### config.mk
export PLATFORM = sky130hd
export DESIGN_NAME = boot_sequencer
export DESIGN_NICKNAME = d
export VERILOG_FILES = /design/src/source/mem_pkg.sv /design/src/source/ctrl_pkg.sv /design/src/source/boot_sequencer.sv
export SDC_FILE = /design/constraint.sdc
export NUM_CORES = 1
export LEC_CHECK = 0
export BUFFER_PORTS_ARGS = -buffer_cell sky130_fd_sc_hd__buf_2
export CAP_MARGIN = 20
export CORE_MARGIN = 1
export CORE_UTILIZATION = 30
export DETAILED_ROUTE_END_ITERATION = 8
export PLACE_DENSITY_LB_ADDON = 0.2
export SYNTH_ARGS = -nofsm -noshare
export SYNTH_HDL_FRONTEND = slang
export SYNTH_SLANG_ARGS = --single-unit
### constraint.sdc
create_clock -name clock -period 1.9 [get_ports clock]
set_input_delay 0.19 -clock clock [delete_from_list [all_inputs] [get_ports clock]]
set_output_delay 0.19 -clock clock [all_outputs]
set_load 0.05 [all_outputs]
### src/source/mem_pkg.sv
// ------------------------------------------------------------
// word, address and bus types of the processor memory side
// processor data and address are both one 16-bit word
// cpu requests hold valid until a one-cycle ready pulse
// ------------------------------------------------------------
`default_nettype none

package mem_pkg;

	// data and processor address width
	localparam int unsigned word_bits = 16;

	typedef logic [word_bits - 1 : 0] t_word;
	typedef logic [word_bits - 1 : 0] t_addr;

	// processor request, fields stable while valid is high
	typedef struct packed {
		logic valid;
		logic write;
		t_addr addr;
		t_word wdata;
	} t_cpu_req;

	// rdata only meaningful with ready
	typedef struct packed {
		logic ready;
		t_word rdata;
	} t_cpu_rsp;

	// ram port 1 request, address is cut to the ram depth inside the ram
	typedef struct packed {
		logic write_en;
		t_addr addr;
		t_word wdata;
	} t_ram_port;

	// counter width for a given number of words, at least one bit
	function automatic int unsigned index_bits(input int unsigned words);
		return (words > 1) ? $clog2(words) : 1;
	endfunction

endpackage

`default_nettype wire

### src/source/ctrl_pkg.sv
// ------------------------------------------------------------
// state encodings of the boot sequencer and access controller
// ------------------------------------------------------------
`default_nettype none

package ctrl_pkg;

	// ------------------------------------------------------------
	// boot sequencer
	// ------------------------------------------------------------
	// reset, copy rom into ram, then hand ram to the cpu
	typedef enum logic [1 : 0] {
		RESET_ALL,
		COPY_ROM,
		RUN_CPU
	} t_boot_state;

	// ------------------------------------------------------------
	// memory access controller
	// ------------------------------------------------------------
	// idle, read wait + ready, data latch, ram write
	typedef enum logic [1 : 0] {
		WAIT_MEM,
		MEM_READY,
		PREPARE_WRITE,
		MEM_WRITE
	} t_access_state;

endpackage

`default_nettype wire

### src/source/boot_sequencer.sv
// ------------------------------------------------------------
// boot sequencer, copies rom words 0..rom_words-1 into ram
// one word per cycle, then gives ram port 1 to the access side
// rom_words must not exceed the ram depth
// ------------------------------------------------------------
`timescale 1ns/100ps
`default_nettype none

module boot_sequencer #(
	parameter int unsigned rom_words = 32,
	parameter int unsigned ram_addr_bits = 9
) (
	input wire logic clock,
	input wire logic reset,

	// rom side
	output logic [mem_pkg::index_bits(rom_words) - 1 : 0] rom_index,
	input mem_pkg::t_word rom_word,

	// ram port 1 owner mux
	input mem_pkg::t_ram_port access_port,
	output mem_pkg::t_ram_port ram_port,

	// high once the copy is done
	output logic run
);

	localparam int unsigned idx_bits = mem_pkg::index_bits(rom_words);

	// image has to fit into the ram
	if (rom_words > 2 ** ram_addr_bits) begin : g_size_check
		$error("rom_words exceeds ram depth");
	end

	ctrl_pkg::t_boot_state state, next_state;
	logic [idx_bits - 1 : 0] copy_index;
	logic copy_last;

	assign copy_last = (copy_index == idx_bits'(rom_words - 1));

	// ------------------------------------------------------------
	// state register and copy counter
	// ------------------------------------------------------------
	always_ff @(posedge clock) begin
		if (reset) begin
			state <= ctrl_pkg::RESET_ALL;
			copy_index <= '0;
		end else begin
			state <= next_state;
			if (state == ctrl_pkg::COPY_ROM && !copy_last)
				copy_index <= copy_index + 1'b1;
		end
	end

	always_comb begin
		next_state = state;
		case (state)
			ctrl_pkg::RESET_ALL:
				next_state = ctrl_pkg::COPY_ROM;
			ctrl_pkg::COPY_ROM:
				if (copy_last)
					next_state = ctrl_pkg::RUN_CPU;
			// stays until the next reset
			default: ;
		endcase
	end

	assign run = (state == ctrl_pkg::RUN_CPU);
	assign rom_index = copy_index;

	// ------------------------------------------------------------
	// port 1 owner
	// ------------------------------------------------------------
	always_comb begin
		if (run) begin
			ram_port = access_port;
		end else begin
			// copy side, writes only while copying
			ram_port.write_en = (state == ctrl_pkg::COPY_ROM);
			ram_port.addr = mem_pkg::t_addr'(copy_index);
			ram_port.wdata = rom_word;
		end
	end

	// ------------------------------------------------------------
	// checks
	// ------------------------------------------------------------
	// each copy cycle writes the word above the previous one, from zero
	a_copy_writes: assert property (@(posedge clock) disable iff (reset)
		state == ctrl_pkg::COPY_ROM |-> ram_port.write_en
			&& ram_port.addr == ($past(state) == ctrl_pkg::COPY_ROM
				? $past(ram_port.addr) + 1'b1 : '0));

	// the full image went in before the cpu got the ram
	a_copy_complete: assert property (@(posedge clock) disable iff (reset)
		$rose(run) |-> $past(state, rom_words) == ctrl_pkg::COPY_ROM
			&& $past(state, rom_words + 1) == ctrl_pkg::RESET_ALL);

endmodule

`default_nettype wire

==> impl_metrics.yaml, run 1 <==
sta:
  rsz0062_at_grt: "no"
  timing.final.crit_share: 0.948
  max_slew_margin: 0.771
  setup-violations-final: 0
  setup_ws_ns: 0.0982
  finalCriticalPeriod_ns: 1.80
  worst_pin_slew_ns: 0.339
  skew_ns: 0.00199
  fmax_mhz: 555
  finalSetupTns_ns: 0
  drv_slew: 0
  hold_viol: 0
  finalHoldWorstSlack_ns: 0.204
placed_design:
  place.gp.congestion: 0.768
  dp.final_hpwl_um: 1660
  dpl_cell_area_um2: 1140
  port_buffers: 89
  dp_slack_ns: 0.169
logic_synthesis:
  yosysSeqAreaShare: 0.215
  syn_nets: 120
  synth_area_um2: 653
  syn_area_per_cell_um2: 9.75
  ys_ff_latch: 7
  ys_types: 19
  synth_cells: 67
  ys_warn_count: 0
clock_tree:
  clock-root-buffer: "clkbuf_4"
  clock_latency_ns: 0.25
  clk_path_buf_depth: 2
  cts_hold_buf: 0
  cts_tree: "built"
  cts_sinks: 7
  cts_buffers: 3
  clk_pin_slew_ns: 0.05
  htree_levels: 1
detailed_routing:
  antenna_left: 0
  viasPerCell: 4.53
  drt-pass1-iter-count: 2
  wl_um: 1980
  wire_per_inst_um: 10.7
  drcViolationCount: 0
  first_iter_violations: 4
  vias: 838
die:
  core_area_um2: 2000
  initial_core_util: 0.326
  placementRows: 16
  die-area_um2: 2370
  ios: 90
  die_x_um: 48.7
  die_h_um: 48.7
grt:
  grt_antenna_before_repair: 0
  grt_max_degree: 30
  grt_first_pass_wirelength_um: 3330
  grt_overflow: 0
  grt_pass1_vias: 796
  grt_util_all_layers: 0.174
worst_setup_path:
  worstPathArrival_ns: 1.61
  crit_path_max_fanout: 29
  cp.required_ns: 1.71
  endpoint_kind: "output port"
  crit_type: "flip-flop to output port"
  crit_path_start_kind: "flip-flop"
layout:
  fill_cells: 207
  multi_input_area_um2: 484
  area.growth.synth_to_final_pct: 78.9
  regArea_um2: 144
  drive_above_1_share: 0.766
  layout_common_cells: "buf_2 (89), mux2_2 (21), and2_1 (11)"
  nets: 212
  stdcell_area_um2: 1170
  final_common_cell: "buf_2"
  antenna_cells: 0
run:
  cap_viol_max_count: 0
pwr:
  leakagePower_uw: 0.000677
  vdd_drop_max_uv: 401
  powerDensity_nw_per_um2: 446
hold_path:
  min_path_type: "primary input to flip-flop"
outcome:
  status: "complete, no violations"
==> cells by family (layout without fill, tap and decap cells) <==
group	after synthesis	after routing	synth area share
mux	24	24	0.410
simple gates	24	24	0.232
flops	7	7	0.215
buf+inv	5	96	0.0479
compound gates	3	3	0.0307
fa+ha+maj	2	2	0.0383
xor+xnor	2	2	0.0268
==> worst max-delay path, stage by stage, from the launching register on <==
cell     delay [ns]
dfxtp_2        0.38
nor2b_2        0.22
buf_12         0.19
mux2_2         0.35
buf_2          0.21
==> worst paths after layout <==
| path | cells past startpoint | endpoint | from | slack (ns) |
|---|---|---|---|---|
| hold / removal | 2 | rom_index[0] | reset | 0.20 |
| setup reg to reg | 6 | rom_index[3] | rom_index[0] | 0.17 |
| hold reg to reg | 2 | rom_index[1] | rom_index[1] | 0.53 |
| setup / recovery | 4 | ram_port[11] | state[1] | 0.1 |
==> through the flow <==
step	total power, µW	utilization	instances
CTS	529	0.584	185
global placement	383	0.570	181
floorplan	307	-	67
finish	522	0.584	185
detailed placement	387	0.570	181
global route	550	0.584	185
==> what timing repair did <==
item	4_1_cts	5_1_grt
setup buffers	0	0
setup endpoints to repair	1	0
gates resized for setup	1	0
==> registers in the layout, summed over array words and instances, names as in the netlist <==
signal,cells
rom_index,5
state,2
==> power by group <==
part	internal [µW]	switching (µW)	leakage, µW
Combinational	82.4	139	0.000604
Clock	80.4	58.5	0.0000150
Sequential	154	7.78	0.0000584
Total	317	205	0.000677
==> layer usage <==
layer,up-vias,track usage,wire length (µm)
met5,-,0,0
met4,0,0.0588,14
met3,2,0.0472,178
met2,46,0.352,1080
met1,376,0.163,705
li1,414,-,-
==> synth_stat cells (all sizes together) <==
library cell  number  area, µm²
mux2              22        248
and2              11       68.8
dfxtp              7        140
nor2               6       22.5
buf                4       27.5
nor2b              3       18.8
ha                 2       25.0
mux2i              2       20.0
xnor2              2       17.5
a211oi             1       7.51
a21o               1       7.51
a21oi              1       5.00
and3               1       6.26
clkbuf             1       3.75
nand4              1       6.26
nor3b              1       18.8
nor4bb             1       10.0
==> final cells by class <==
type                            count  share of cell area
Multi-Input combinational cell     55               0.414
Timing Repair Buffer               92               0.411
Sequential cell                     7               0.123
Tap cell                           27              0.0289
Clock buffer                        4              0.0225
No activity file was read; power rests on OpenSTA's default activity.
==> run 2: changes to the inputs <==
--- a/config.mk
+++ b/config.mk
@@ -7,7 +7,7 @@
 export LEC_CHECK = 0
 export BUFFER_PORTS_ARGS = -buffer_cell sky130_fd_sc_hd__buf_2
 export CAP_MARGIN = 20
-export CORE_MARGIN = 1
+export CORE_MARGIN = 2
 export CORE_UTILIZATION = 30
 export DETAILED_ROUTE_END_ITERATION = 8
 export PLACE_DENSITY_LB_ADDON = 0.2
==> constraint.sdc (replaced) <==
create_clock -name clock -period 2.06 [get_ports clock]
set_input_delay 0.206 -clock clock [delete_from_list [all_inputs] [get_ports clock]]
set_output_delay 0.206 -clock clock [all_outputs]
set_load 0.05 [all_outputs]
==> impl_metrics.yaml, run 2 (synthesis results as in run 1) <==
outcome:
  status: "complete, no violations"
sta:
  setup_ws_ns: 0.165
  finalSetupTns_ns: 0
  worst_pin_slew_ns: 0.338
  timing.final.crit_share: 0.920
  skew_ns: 0.00369
  fmax_mhz: 528
  finalCriticalPeriod_ns: 1.90
  hold_viol: 0
  max_slew_margin: 0.772
  drv_slew: 0
  setup-violations-final: 0
  rsz0062_at_grt: "no"
clock_tree:
  cts_setup_buffers: 0
  cts_buffers: 3
  clock_latency_ns: 0.25
  clk_pin_slew_ns: 0.05
  htree_levels: 1
  clock-root-buffer: "clkbuf_4"
  cts.repair.resized: 0
  clk_path_buf_depth: 2
  cts_tree: "built"
  cts_hold_buf: 0
  cts_sinks: 7
detailed_routing:
  vias: 801
  drcViolationCount: 0
  wl_um: 2050
  antenna_left: 0
  wire_per_inst_um: 11.1
  viasPerCell: 4.35
  first_iter_violations: 1
  drt-pass1-iter-count: 4
worst_setup_path:
  max_stage_delay_ns: 0.44
  endpoint_kind: "output port"
  worstPathArrival_ns: 1.69
  crit_path_max_fanout: 35
  cp.required_ns: 1.85
  slowest_stage: "dfxtp_1"
  crit_type: "flip-flop to output port"
  r2r_slack_ns: 0.31
  crit_path_start_kind: "flip-flop"
  path_cells: "nor2b_2, buf_12, mux2_2, buf_2"
die:
  initial_core_util: 0.326
  placementRows: 16
  die_x_um: 50.7
  ios: 90
  die_h_um: 50.7
  core_area_um2: 2000
  die-area_um2: 2570
placed_design:
  dp_slack_ns: 0.307
  place.gp.congestion: 0.751
  port_buffers: 89
pwr:
  seqPwrFrac: 0.310
  vdd_drop_max_uv: 434
  leakagePower_uw: 0.000671
  share_comb_of_total_power: 0.427
  power_switching_uw: 187
  clockPowerShare: 0.263
  switching_share: 0.391
  intPower_uw: 291
  powerDensity_nw_per_um2: 414
grt:
  grt_pass1_vias: 752
  grt_util_all_layers: 0.148
  grt_overflow: 0
  grt_antenna_before_repair: 0
  grt_first_pass_wirelength_um: 3010
  grt_max_degree: 36
hold_path:
  min_path_type: "primary input to flip-flop"
layout:
  drive_above_1_share: 0.745
  layout_common_cells: "buf_2 (89), mux2_2 (21), and2_1 (11)"
  final_common_cell: "buf_2"
  largest_reg_flops: 5
  area.growth.synth_to_final_pct: 77.2
  antenna_cells: 0
  nets: 211
run:
  cap_viol_max_count: 0
==> run 2: changes by cell type in the layout (fill, tap and decap cells not counted) <==
cell,before,now
buf_4,2,1
dfxtp_1,4,7
dfxtp_2,3,0
==> run 2: worst paths after layout <==
| check | start | depth (start not counted) | end |
|---|---|---|---|
| hold / removal | reset | 2 | rom_index[0] |
| setup / recovery | state[1] | 4 | ram_port[2] |
| setup reg to reg | rom_index[0] | 6 | rom_index[3] |
| hold reg to reg | rom_index[4] | 2 | rom_index[4] |
==> run 2: metrics by stage <==
stage	utilization	power (µW)	cells	hold slack, ns	cell area (µm²)
after floorplan	-	282	67	0.488	653
after global placement	0.565	353	180	0.480	1130
after detailed placement	0.565	357	180	0.484	1130
after CTS	0.578	490	184	0.209	1160
after global routing	0.578	507	184	0.232	1160
final	0.578	479	184	0.217	1160
==> run 2: worst max-delay path, delay by kind of cell, from the launching register on <==
family / cells / cell delay (ns)
buf+inv: 2 / 0.42
flops: 1 / 0.44
mux: 1 / 0.35
simple gates: 1 / 0.23
==> run 2: power groups by stage <==
stage | combinational (µW) | sequential [µW] | clock (µW)
2_1_floorplan | 117 | 165 | 0
3_3_place_gp | 202 | 151 | 0
3_5_place_dp | 206 | 151 | 0
4_1_cts | 207 | 148 | 135
5_1_grt | 217 | 150 | 141
6_report | 205 | 148 | 126
==> run 2: area by class of cell <==
cell class,instances,area [µm²]
clock buffer,4,26.3
fill,198,845
multi-input combinational,55,484
sequential,7,140
tap,27,33.8
timing repair buffer,91,473
==> run 2: layer usage <==
| metal | global-route usage | vias to the layer above | wire length [µm] |
|---|---|---|---|
| li1 | - | 411 | - |
| met5 | 0 | - | 0 |
| met2 | 0.292 | 40 | 1110 |
| met3 | 0.0268 | 0 | 207 |
| met1 | 0.148 | 350 | 737 |
| met4 | 0.0676 | 0 | 0 |
