$ cat config.mk
export PLATFORM = sky130hd
export DESIGN_NAME = mem_access_ctrl
export DESIGN_NICKNAME = d
export VERILOG_FILES = /design/src/source/mem_pkg.sv /design/src/source/ctrl_pkg.sv /design/src/source/mem_access_ctrl.sv
export SDC_FILE = /design/constraint.sdc
export NUM_CORES = 1
export LEC_CHECK = 0
export ABC_CLOCK_PERIOD_IN_PS = 3200
export BUFFER_PORTS_ARGS = -buffer_cell sky130_fd_sc_hd__buf_2
export CORE_MARGIN = 1.5
export CORE_UTILIZATION = 44
export CTS_CLUSTER_DIAMETER = 200
export DETAILED_ROUTE_END_ITERATION = 8
export PLACE_DENSITY = 0.85
export REMOVE_ABC_BUFFERS = 1
export SETUP_SLACK_MARGIN = 0.15
export SYNTH_ARGS = -nofsm -noshare
export SYNTH_HDL_FRONTEND = slang
export SYNTH_SLANG_ARGS = --single-unit
$ cat constraint.sdc
create_clock -name clock -period 3.2 [get_ports clock]
set_clock_uncertainty 0.15 [all_clocks]
set_input_delay 0.64 -clock clock [delete_from_list [all_inputs] [get_ports clock]]
set_output_delay 0.64 -clock clock [all_outputs]
set_load 0.05 [all_outputs]
$ cat src/source/mem_pkg.sv
// ------------------------------------------------------------
// word, address and bus types of the processor memory side
// processor data and address are both one 16-bit word
// cpu requests hold valid until a one-cycle ready pulse
// ------------------------------------------------------------
`default_nettype none

package mem_pkg;

	// data and processor address width
	localparam int unsigned word_bits = 16;

	typedef logic [word_bits - 1 : 0] t_word;
	typedef logic [word_bits - 1 : 0] t_addr;

	// processor request, fields stable while valid is high
	typedef struct packed {
		logic valid;
		logic write;
		t_addr addr;
		t_word wdata;
	} t_cpu_req;

	// rdata only meaningful with ready
	typedef struct packed {
		logic ready;
		t_word rdata;
	} t_cpu_rsp;

	// ram port 1 request, address is cut to the ram depth inside the ram
	typedef struct packed {
		logic write_en;
		t_addr addr;
		t_word wdata;
	} t_ram_port;

	// counter width for a given number of words, at least one bit
	function automatic int unsigned index_bits(input int unsigned words);
		return (words > 1) ? $clog2(words) : 1;
	endfunction

endpackage

`default_nettype wire

$ cat src/source/ctrl_pkg.sv
// ------------------------------------------------------------
// state encodings of the boot sequencer and access controller
// ------------------------------------------------------------
`default_nettype none

package ctrl_pkg;

	// ------------------------------------------------------------
	// boot sequencer
	// ------------------------------------------------------------
	// reset, copy rom into ram, then hand ram to the cpu
	typedef enum logic [1 : 0] {
		RESET_ALL,
		COPY_ROM,
		RUN_CPU
	} t_boot_state;

	// ------------------------------------------------------------
	// memory access controller
	// ------------------------------------------------------------
	// idle, read wait + ready, data latch, ram write
	typedef enum logic [1 : 0] {
		WAIT_MEM,
		MEM_READY,
		PREPARE_WRITE,
		MEM_WRITE
	} t_access_state;

endpackage

`default_nettype wire

$ cat src/source/mem_access_ctrl.sv
// ------------------------------------------------------------
// processor memory access controller
// serves one request at a time with fixed wait cycles
// read: ready two cycles after valid is sampled
// write: three ram write cycles, then a read back for ready
// requests are ignored until run is high
// ------------------------------------------------------------
`timescale 1ns/100ps
`default_nettype none

module mem_access_ctrl #(
	parameter int unsigned ram_addr_bits = 9,
	parameter mem_pkg::t_addr watch_addr = 16'h1ff
) (
	input wire logic clock,
	input wire logic reset,
	input wire logic run,

	// processor bus
	input mem_pkg::t_cpu_req cpu_req,
	output mem_pkg::t_cpu_rsp cpu_rsp,

	// ram port 1, access side
	output mem_pkg::t_ram_port access_port,
	input mem_pkg::t_word ram_rdata,

	// last word written to the watched address
	output mem_pkg::t_word watch_data
);

	// wait cycles, counted from zero
	localparam logic [1 : 0] read_cycles = 2'd1;
	localparam logic [1 : 0] write_cycles = 2'd2;

	ctrl_pkg::t_access_state state, next_state;
	logic [1 : 0] read_cycle, write_cycle;
	mem_pkg::t_word write_data;
	logic watch_hit;

	// ram aliases above its depth, so the watch compares on the ram address
	assign watch_hit = (cpu_req.addr[ram_addr_bits - 1 : 0]
		== watch_addr[ram_addr_bits - 1 : 0]);

	// ------------------------------------------------------------
	// state and wait counters
	// ------------------------------------------------------------
	always_ff @(posedge clock) begin
		if (reset) begin
			state <= ctrl_pkg::WAIT_MEM;
			read_cycle <= '0;
			write_cycle <= '0;
		end else begin
			state <= next_state;

			if (state != ctrl_pkg::MEM_READY || read_cycle == read_cycles)
				read_cycle <= '0;
			else
				read_cycle <= read_cycle + 1'b1;

			if (state != ctrl_pkg::MEM_WRITE || write_cycle == write_cycles)
				write_cycle <= '0;
			else
				write_cycle <= write_cycle + 1'b1;
		end
	end

	always_comb begin
		next_state = state;
		case (state)
			ctrl_pkg::WAIT_MEM:
				if (run && cpu_req.valid)
					next_state = cpu_req.write ? ctrl_pkg::PREPARE_WRITE
						: ctrl_pkg::MEM_READY;
			ctrl_pkg::MEM_READY:
				if (read_cycle == read_cycles)
					next_state = ctrl_pkg::WAIT_MEM;
			ctrl_pkg::PREPARE_WRITE:
				next_state = ctrl_pkg::MEM_WRITE;
			ctrl_pkg::MEM_WRITE:
				// back to read wait, ready then carries the new word
				if (write_cycle == write_cycles)
					next_state = ctrl_pkg::MEM_READY;
			default: ;
		endcase
	end

	// ------------------------------------------------------------
	// write data latch and watch register
	// ------------------------------------------------------------
	always_ff @(posedge clock) begin
		if (state == ctrl_pkg::PREPARE_WRITE)
			write_data <= cpu_req.wdata;
	end

	always_ff @(posedge clock) begin
		if (reset)
			watch_data <= '0;
		else if (state == ctrl_pkg::PREPARE_WRITE && watch_hit)
			watch_data <= cpu_req.wdata;
	end

	// ------------------------------------------------------------
	// outputs
	// ------------------------------------------------------------
	assign access_port.write_en = (state == ctrl_pkg::MEM_WRITE);
	assign access_port.addr = cpu_req.addr;
	assign access_port.wdata = write_data;

	// synchronous ram read has settled by the last wait cycle
	assign cpu_rsp.ready = (state == ctrl_pkg::MEM_READY && read_cycle == read_cycles);
	assign cpu_rsp.rdata = ram_rdata;

	// ------------------------------------------------------------
	// checks
	// ------------------------------------------------------------
	// single ready pulse, two cycles after a read is taken, six after a write
	a_ready_timing: assert property (@(posedge clock) disable iff (reset)
		cpu_rsp.ready |-> !$past(cpu_rsp.ready)
			&& ($past(state == ctrl_pkg::WAIT_MEM && run && cpu_req.valid
				&& !cpu_req.write, 2)
			|| $past(state == ctrl_pkg::WAIT_MEM && run && cpu_req.valid
				&& cpu_req.write, 6)));

	// nothing is served during boot
	a_ready_needs_run: assert property (@(posedge clock) disable iff (reset)
		$rose(cpu_rsp.ready) |-> run);

endmodule

`default_nettype wire

==> out/metrics.yaml, run 1 <==
status:
  outcome: "completed"
final_layout:
  diodes: 0
  layout-drive-gt1-share_pct: 43.5
  syn_to_final_growth_pct: 14.5
  nets: 247
placed_design:
  post-dp-hpwl_mm: 2.72
  port_buffers: 72
  place_congestion: 0.650
  post-place-ws_ns: 1.35
yosys:
  synth_edf_count: 16
  synth.area.top_cells: "edfxtp_1, dfxtp_1, buf_4, nand2b_1, mux2i_1"
  synthFlopType: "dfxtp_1"
  ys_seq_elements: 38
  yosysTopAreaCell: "edfxtp_1"
  yosysWarningCount: 0
  syn_area_um2: 1730
  ys_seq_area_share_pct: 53.4
  avgSynthCellArea_um2: 11.7
  netlist_instances: 148
  yosysTopAreaCellShare_pct: 27.8
  ys_top_cells_by_count: "buf_4, nand2b_1, dfxtp_1"
  synthDistinctLibCells: 22
  async_reset_ff_share_pct: 0
cts:
  cts_tree: "yes"
  root_buffer: "clkbuf_8"
  cts_setup_buffers: 0
  clock_latency_ns: 0.28
  htree_levels: 2
  cts-resized-gates: 0
  cts_inserted_buffers: 5
  ctsHoldBuffers: 0
  cts_buffer_depth: 2
  clock-sinks: 38
  clkTransAtPathRegs_ns: 0.07
hold_path:
  min_path_cells: 1
  hold_class: "flop to flop"
routing:
  wl_per_cell_um: 14.5
  vias: 1157
  dr.pass1.iters: 4
  via_per_inst: 4.80
  ant_nets: 0
  drc: 0
  wirelength_mm: 3.50
  first_iter_violations: 75
worst_setup_path:
  cp_max_fo: 3
  worstPathArrival_ns: 1.23
  path_class: "flop to output port"
  cp-start-kind: "flop"
  reg2reg_slack_ns: 1.60
  worstSetupEndpointType: "output port"
  rr_worst_depth: 4
  required_ns: 2.41
timing:
  tightestPinTransition_ns: 0.452
  fin_crit_ns: 2.02
  tns_ns: 0
  slew_headroom_pct: 69.9
  hold_violations: 0
  clock.fmax_ghz: 0.495
  min_period_over_period_pct: 63.2
  report.final.slew_viol_count: 0
  rsz0062_at_grt: "no"
  setup_viol: 0
  setup_slack_ns: 1.18
floorplanning:
  die_h_um: 65.6
  io_pins: 119
  placementRows: 22
  die_w_um: 65.6
  dieArea_um2: 4310
  start_util_pct: 46.4
  placeableCoreArea_um2: 3720
grt:
  use_met1_pct: 19.7
  met3_usage_pct: 15.2
  grt_busiest_layer: "met2"
  use_met2_pct: 21.8
  antenna_found_initial: 0
  grt_max_degree: 38
  gr-usage-all-layers_pct: 17.2
  grt_pass1_vias: 1064
  grt_pass1_wl_mm: 5.23
  overflow: 0
power:
  power_leakage_nw: 0.860
  p_per_area_nw_per_um2: 515
  vdd_ir_drop_max_v: 0.000176
job:
  cap_viol_max_count: 0
[layout by cell type (no fill, tap or decap)]
master	Yosys	layout
ha_1	2	2
mux2i_1	16	16
buf_2	0	72
nand3_1	1	1
a2bb2oi_1	1	1
clkinv_2	0	1
nor2b_1	2	2
and3b_2	1	1
edfxtp_1	16	16
clkinvlp_4	0	1
nor3_4	1	1
a31oi_1	1	1
inv_1	4	4
nand4b_2	1	1
clkbuf_8	0	5
nand2_1	1	1
clkinv_1	0	1
nand2b_1	32	32
or4b_1	1	1
buf_4	32	2
nor2_1	5	5
nand4_1	1	1
nor4_1	2	2
a311oi_1	1	1
dfxtp_1	22	22
[kinds of logic after synthesis]
logic type                 count (synthesis)  synth area share, %
buffers and inverters                     41                 16.5
adders and majority gates                  2                 1.45
AOI/OAI and AO/OA                          3                 1.38
DFF                                       38                 53.4
muxes                                     16                 9.28
and+or+nand+nor                           48                 18.0
[per-stage QoR]
| step | util, % | total power [W] | hold slack (ns) | instance area, µm² | instances |
|---|---|---|---|---|---|
| final | 53.2 | 0.00102 | 0.267 | 1980 | 241 |
| after detailed placement | 50.9 | 0.000724 | 0.261 | 1890 | 233 |
| after global placement | 50.9 | 0.000721 | 0.257 | 1890 | 233 |
| after floorplan | - | 0.000646 | 0.247 | 1460 | 111 |
| after CTS | 53.2 | 0.00103 | 0.272 | 1980 | 241 |
| after global routing | 53.2 | 0.00107 | 0.286 | 1980 | 241 |
[flip-flops by register name, indices dropped and copies added, names as in the netlist]
name and cells:
watch_data 16, state 2, write_cycle 2, write_data 16
read_cycle 2
[layer usage]
layer  routed length [µm]  vias up
li1                     -      550
met1                 1510      524
met2                 1380       79
met3                  596        4
met4                   19        0
met5                    0        -
[report_power, final]
group / leakage (nW) / internal (W) / switching (W)
Sequential: 0.325 / 0.000531 / 0.0000109
Clock: 0.0416 / 0.000149 / 0.000159
Combinational: 0.493 / 0.0000485 / 0.000120
Total: 0.860 / 0.000728 / 0.000290
[worst max-delay path, stage by stage (launching register included)]
cell,delay [ns]
dfxtp_1,0.33
ha_1,0.19
and3b_2,0.18
buf_2,0.25
[cell type report]
cell class	count	area, µm²
Sequential cell	38	921
Tap cell	48	60.1
Inverter	4	15.0
Multi-Input combinational cell	69	519
Clock inverter	3	16.3
Timing Repair Buffer	74	375
Clock buffer	5	68.8
Fill cell	339	1740
[worst paths after layout]
| path | startpoint | to |
|---|---|---|
| worst max-delay path | read_cycle[0] | cpu_rsp[16] |
| worst min-delay path | read_cycle[0] | read_cycle[0] |
| worst max register to register | state[1] | watch_data[8] |
| worst min register to register | read_cycle[0] | read_cycle[0] |
Power figures use the tool's default switching activity.
==> run 2, diff against run 1 <==
--- a/config.mk
+++ b/config.mk
@@ -5,13 +5,13 @@
 export SDC_FILE = /design/constraint.sdc
 export NUM_CORES = 1
 export LEC_CHECK = 0
-export ABC_CLOCK_PERIOD_IN_PS = 3200
+export ABC_CLOCK_PERIOD_IN_PS = 1900
 export BUFFER_PORTS_ARGS = -buffer_cell sky130_fd_sc_hd__buf_2
 export CORE_MARGIN = 1.5
-export CORE_UTILIZATION = 44
+export CORE_UTILIZATION = 41
 export CTS_CLUSTER_DIAMETER = 200
 export DETAILED_ROUTE_END_ITERATION = 8
-export PLACE_DENSITY = 0.85
+export PLACE_DENSITY = 0.8
 export REMOVE_ABC_BUFFERS = 1
 export SETUP_SLACK_MARGIN = 0.15
 export SYNTH_ARGS = -nofsm -noshare
==> constraint.sdc (replaced) <==
create_clock -name clock -period 1.9 [get_ports clock]
set_clock_uncertainty 0.15 [all_clocks]
set_input_delay 0.38 -clock clock [delete_from_list [all_inputs] [get_ports clock]]
set_output_delay 0.38 -clock clock [all_outputs]
set_load 0.05 [all_outputs]
==> out/metrics.yaml, run 2 (synthesis results as in run 1) <==
status:
  outcome: "completed"
placed_design:
  place_congestion: 0.751
  port_buffers: 72
  post-dp-hpwl_mm: 2.56
cts:
  ctsHoldBuffers: 0
  clkTransAtPathRegs_ns: 0.07
  clock_latency_ns: 0.28
  cts_setup_buffers: 0
  clock-sinks: 38
  cts_tree: "yes"
  cts_buffer_depth: 2
  cts_inserted_buffers: 5
  htree_levels: 2
  root_buffer: "clkbuf_8"
routing:
  via_per_inst: 4.84
  ant_nets: 0
  drc: 0
  first_iter_violations: 51
  vias: 1182
  wl_per_cell_um: 14.2
  dr.pass1.iters: 4
  wirelength_mm: 3.45
grt:
  gr-usage-all-layers_pct: 16.3
  antenna_found_initial: 0
  grt_max_degree: 24
  grt_pass1_wl_mm: 5.22
  grt_pass1_vias: 1079
  overflow: 0
final_layout:
  fillCellCount: 389
  regArea_um2: 922
  nets: 248
  final_common_cell: "buf_2"
  layout-drive-gt1-share_pct: 43.8
  diodes: 0
  top_regs: "watch_data x16, write_data x16"
  syn_to_final_growth_pct: 16.2
  multi_input_area_um2: 522
  final_cell_mix: "buf_2, nand2b_1, dfxtp_1"
worst_setup_path:
  worstSetupEndpointType: "output port"
  startpoint: "state[0]"
  cp_slowest_cell: "dfxtp_1"
  worstPathArrival_ns: 1.17
  critPathTopFamily: "flip-flops"
  reg2reg_slack_ns: 0.42
  path_class: "flop to output port"
  crit_cells: 3
  cpPeakStageDelay_ns: 0.46
  cp_num_buf_inv: 2
  crit_end: "access_port[32]"
  cp_max_fo: 8
  r2r-end: "watch_data[0]"
  rr_worst_depth: 4
  reg2reg_from: "state[0]"
  required_ns: 1.37
  path_cells: "nand2_1 > inv_1 > clkbuf_4"
  cp-start-kind: "flop"
timing:
  rsz0062_at_grt: "yes"
  fin_crit_ns: 1.70
  report.final.slew_viol_count: 0
  slew_headroom_pct: 79.7
  min_period_over_period_pct: 89.7
  tns_ns: 0
  clock.fmax_ghz: 0.587
  hold_violations: 0
  whs_ns: 0.132
  tightestPinTransition_ns: 0.304
  setup_viol: 0
power:
  pwr-share-seq_pct: 53.2
  p_per_area_nw_per_um2: 857
  swShare_pct: 27.8
  combPwrFrac_pct: 16.9
  p_switching_w: 0.000478
  p_clk_share_pct: 30.0
  intPower_w: 0.00124
  power_leakage_nw: 0.866
  vdd_ir_drop_max_v: 0.000400
hold_path:
  hold_class: "input pin to flop"
  min_path_cells: 1
floorplanning:
  die_h_um: 67.9
  start_util_pct: 42.8
  placeableCoreArea_um2: 4030
  dieArea_um2: 4610
  die_w_um: 67.9
  io_pins: 119
  placementRows: 23
job:
  cap_viol_max_count: 0
[run 2: changes by cell type in the layout (fill, tap and decap cells not counted), sizes merged]
cell / change
clkinv: -2
clkbuf: +4
clkinvlp: -1
[run 2: what timing repair did]
action                                  CTS  global route
cloned                                    0             0
resized for setup                         1             3
endpoints found under the setup margin    1             2
[run 2: power groups by stage]
stage                     clock [W]  combinational (W)  sequential [W]
final                      0.000515           0.000290        0.000914
after global placement            0           0.000289        0.000930
after global routing       0.000579           0.000310        0.000918
after CTS                  0.000540           0.000293        0.000913
after floorplan                   0          0.0000634         0.00102
after detailed placement          0           0.000292        0.000931
[run 2: worst min-delay path by stage]
stage / start / to / slack [ns]
after detailed placement: read_cycle[0] / read_cycle[0] / 0.27
final: cpu_req[13] / write_data[13] / 0.13
after global routing: cpu_req[5] / write_data[5] / 0.11
after floorplan: write_cycle[0] / write_cycle[0] / 0.25
after CTS: cpu_req[13] / write_data[13] / 0.12
after global placement: read_cycle[0] / read_cycle[0] / 0.26
[run 2: routing by layer]
| layer | wire, µm | vias up | global-route usage, % |
|---|---|---|---|
| li1 | - | 550 | - |
| met1 | 1400 | 536 | 18.6 |
| met2 | 1460 | 90 | 22.5 |
| met3 | 541 | 6 | 12.0 |
| met4 | 53 | 0 | 6.00 |
| met5 | 0 | - | 8.75 |
[run 2: cell type report]
class	count	area share, %
well taps	50	3.12
inverters	4	0.749
clock buffers	8	3.99
multi-input cells	69	26.0
flip-flops and latches	38	46.0
repair buffers	75	20.1
[run 2: per-stage QoR]
stage          total power [W]  setup slack [ns]  util (%)  std cells  area, µm²
2_1_floorplan          0.00109             0.154         -        111       1460
3_3_place_gp           0.00122             0.430      47.5        236       1920
3_5_place_dp           0.00122             0.402      47.5        236       1920
4_1_cts                0.00175             0.151      49.6        244       2000
5_1_grt                0.00181             0.131      49.8        244       2010
6_report               0.00172             0.196      49.8        244       2010
==> run 3, diff against run 2 <==
--- a/config.mk
+++ b/config.mk
@@ -5,13 +5,15 @@
 export SDC_FILE = /design/constraint.sdc
 export NUM_CORES = 1
 export LEC_CHECK = 0
+export ABC_AREA = 1
 export ABC_CLOCK_PERIOD_IN_PS = 1900
 export BUFFER_PORTS_ARGS = -buffer_cell sky130_fd_sc_hd__buf_2
+export CORE_ASPECT_RATIO = 1.5
 export CORE_MARGIN = 1.5
-export CORE_UTILIZATION = 41
+export CORE_UTILIZATION = 43
 export CTS_CLUSTER_DIAMETER = 200
 export DETAILED_ROUTE_END_ITERATION = 8
-export PLACE_DENSITY = 0.8
+export PLACE_DENSITY = 0.81
 export REMOVE_ABC_BUFFERS = 1
 export SETUP_SLACK_MARGIN = 0.15
 export SYNTH_ARGS = -nofsm -noshare
==> out/metrics.yaml, run 3 <==
routing:
  route.met2.wl_mm: 2.00
  dr.max_layer_used: "met4"
  vias: 1525
  wirelength_mm: 4.09
  via_per_inst: 4.74
  met3_length_um: 516
  dr.pass1.iters: 4
  ant_nets: 0
  first_iter_violations: 16
  wl_per_cell_um: 12.7
  drc: 0
  met1Wirelength_mm: 1.51
hold_path:
  min_path_cells: 1
  hold_class: "input pin to flop"
final_layout:
  layout-drive-gt1-share_pct: 39.9
  regArea_um2: 923
  nets: 330
  syn_to_final_growth_pct: 15.9
  final_cell_mix: "buf_2, inv_1, nand2_1"
  utilization_pct: 52.0
  final_common_cell: "buf_2"
  fillCellCount: 419
  fin_area_um2: 2210
  multi_input_area_um2: 512
  top_regs: "watch_data x16, write_data x16"
  diodes: 0
cts:
  clkTransAtPathRegs_ns: 0.07
  root_buffer: "clkbuf_8"
  cts_inserted_buffers: 5
  ctsHoldBuffers: 0
  clock-sinks: 38
  cts_tree: "yes"
  cts_setup_buffers: 0
  clock_latency_ns: 0.29
  htree_levels: 2
  cts_buffer_depth: 2
yosys:
  ys_seq_elements: 38
  yosysWarningCount: 0
  synth_edf_count: 16
  yosysTopAreaCellShare_pct: 25.2
  async_reset_ff_share_pct: 0
  avgSynthCellArea_um2: 8.35
  synth.most_common_cell: "inv_1"
  ys_top_cells_by_count: "inv_1, buf_4, nand2_1"
  synthDistinctLibCells: 22
  synth.area.top_cells: "edfxtp_1, dfxtp_1, buf_4, inv_1, nand2_1"
  ys_seq_area_share_pct: 48.4
  syn_area_um2: 1900
  synthFlopType: "dfxtp_1"
  netlist_instances: 228
  yosysTopAreaCell: "edfxtp_1"
floorplanning:
  die_w_um: 57.3
  die_h_um: 84.5
  dieArea_um2: 4840
  placeableCoreArea_um2: 4250
  placementRows: 29
  start_util_pct: 44.8
  io_pins: 119
worst_setup_path:
  path_cells: "inv_2 > ha_4 > inv_2 > nor3_2 > buf_6"
  cp-start-kind: "flop"
  critPathTopFamily: "flip-flops"
  cp_max_fo: 3
  cpMostUsedCell: "inv_2"
  path_class: "flop to output port"
  required_ns: 1.37
  cp_slowest_cell: "dfxtp_2"
  cpPeakStageDelay_ns: 0.32
  rr_worst_depth: 6
  worstPathArrival_ns: 1.18
  worstSetupEndpointType: "output port"
  crit_cells: 5
  cp_num_buf_inv: 3
grt:
  grt_pass1_wl_mm: 6.44
  gr-usage-all-layers_pct: 17.8
  antenna_found_initial: 0
  grt_pass1_vias: 1406
  overflow: 0
  grt_max_degree: 19
timing:
  clock.fmax_ghz: 0.586
  rsz0062_at_grt: "yes"
  fin_crit_ns: 1.71
  slew_headroom_pct: 68.1
  report.final.slew_viol_count: 0
  setup_viol: 0
  tightestPinTransition_ns: 0.476
  tns_ns: 0
  hold_violations: 0
  min_period_over_period_pct: 89.8
power:
  vdd_ir_drop_max_v: 0.000635
  power_leakage_nw: 1.15
  p_per_area_nw_per_um2: 816
placed_design:
  port_buffers: 72
  place_congestion: 0.701
  post_dp_cell_area_um2: 2090
  post-dp-hpwl_mm: 3.13
status:
  outcome: "completed"
job:
  cap_viol_max_count: 0
==> run 3: cell types whose count changed after synthesis, sizes merged, moves of 2 or more <==
cell	previous run	this run
buf	33	36
clkbuf	4	1
inv	4	57
mux2i	16	0
nand2	1	43
nand2b	32	0
nand4	1	17
nor2	5	23
nor2b	2	0
nor3	1	3
nor4	2	0
o21ai	0	3
==> run 3: logic make-up after synthesis <==
kind of cell | Yosys count | share of synthesized area [%]
AOI/OAI and AO/OA | 4 | 1.05
and+or+nand+nor | 89 | 23.6
DFF | 38 | 48.4
adders and majority gates | 2 | 1.31
buffers and inverters | 95 | 25.6
==> run 3: path summary, 6_finish.rpt <==
check	start	to	slack [ns]
setup reg to reg	state[1]	watch_data[14]	0.33
setup / recovery	read_cycle[1]	cpu_rsp[16]	0.19
hold reg to reg	write_cycle[0]	write_cycle[0]	0.28
hold / removal	cpu_req[5]	write_data[5]	0.12
==> run 3: layer usage <==
metal	track usage (%)	vias up
li1	-	746
met1	18.7	679
met2	28.3	93
met3	11.2	7
met4	6.34	0
met5	3.30	-
==> run 3: area by class of cell <==
type | count | share of cell area, %
sequential | 38 | 41.9
multi-input combinational | 95 | 23.2
timing repair buffer | 77 | 18.3
inverter | 58 | 9.87
clock buffer | 7 | 3.91
tap | 46 | 2.61
clock inverter | 1 | 0.227
==> run 3: power by group <==
part           switching [W]  internal, W  total [W]
clock               0.000270     0.000292   0.000563
sequential         0.0000203     0.000894   0.000914
combinational       0.000236    0.0000864   0.000322
==> run 3: repair_timing <==
item,CTS,global route
resized for setup,1,8
pin swaps,0,1
endpoints found under the setup margin,1,1
hold endpoints to repair,0,0
==> run 3: metrics by stage <==
stage | cells | total power, W | setup WS [ns] | hold WS (ns)
finish | 322 | 0.00180 | 0.194 | 0.125
global placement | 314 | 0.00124 | 0.299 | 0.257
detailed placement | 314 | 0.00125 | 0.268 | 0.267
CTS | 322 | 0.00181 | 0.152 | 0.116
global route | 322 | 0.00188 | 0.133 | 0.113
floorplan | 191 | 0.00111 | -0.173 | 0.248
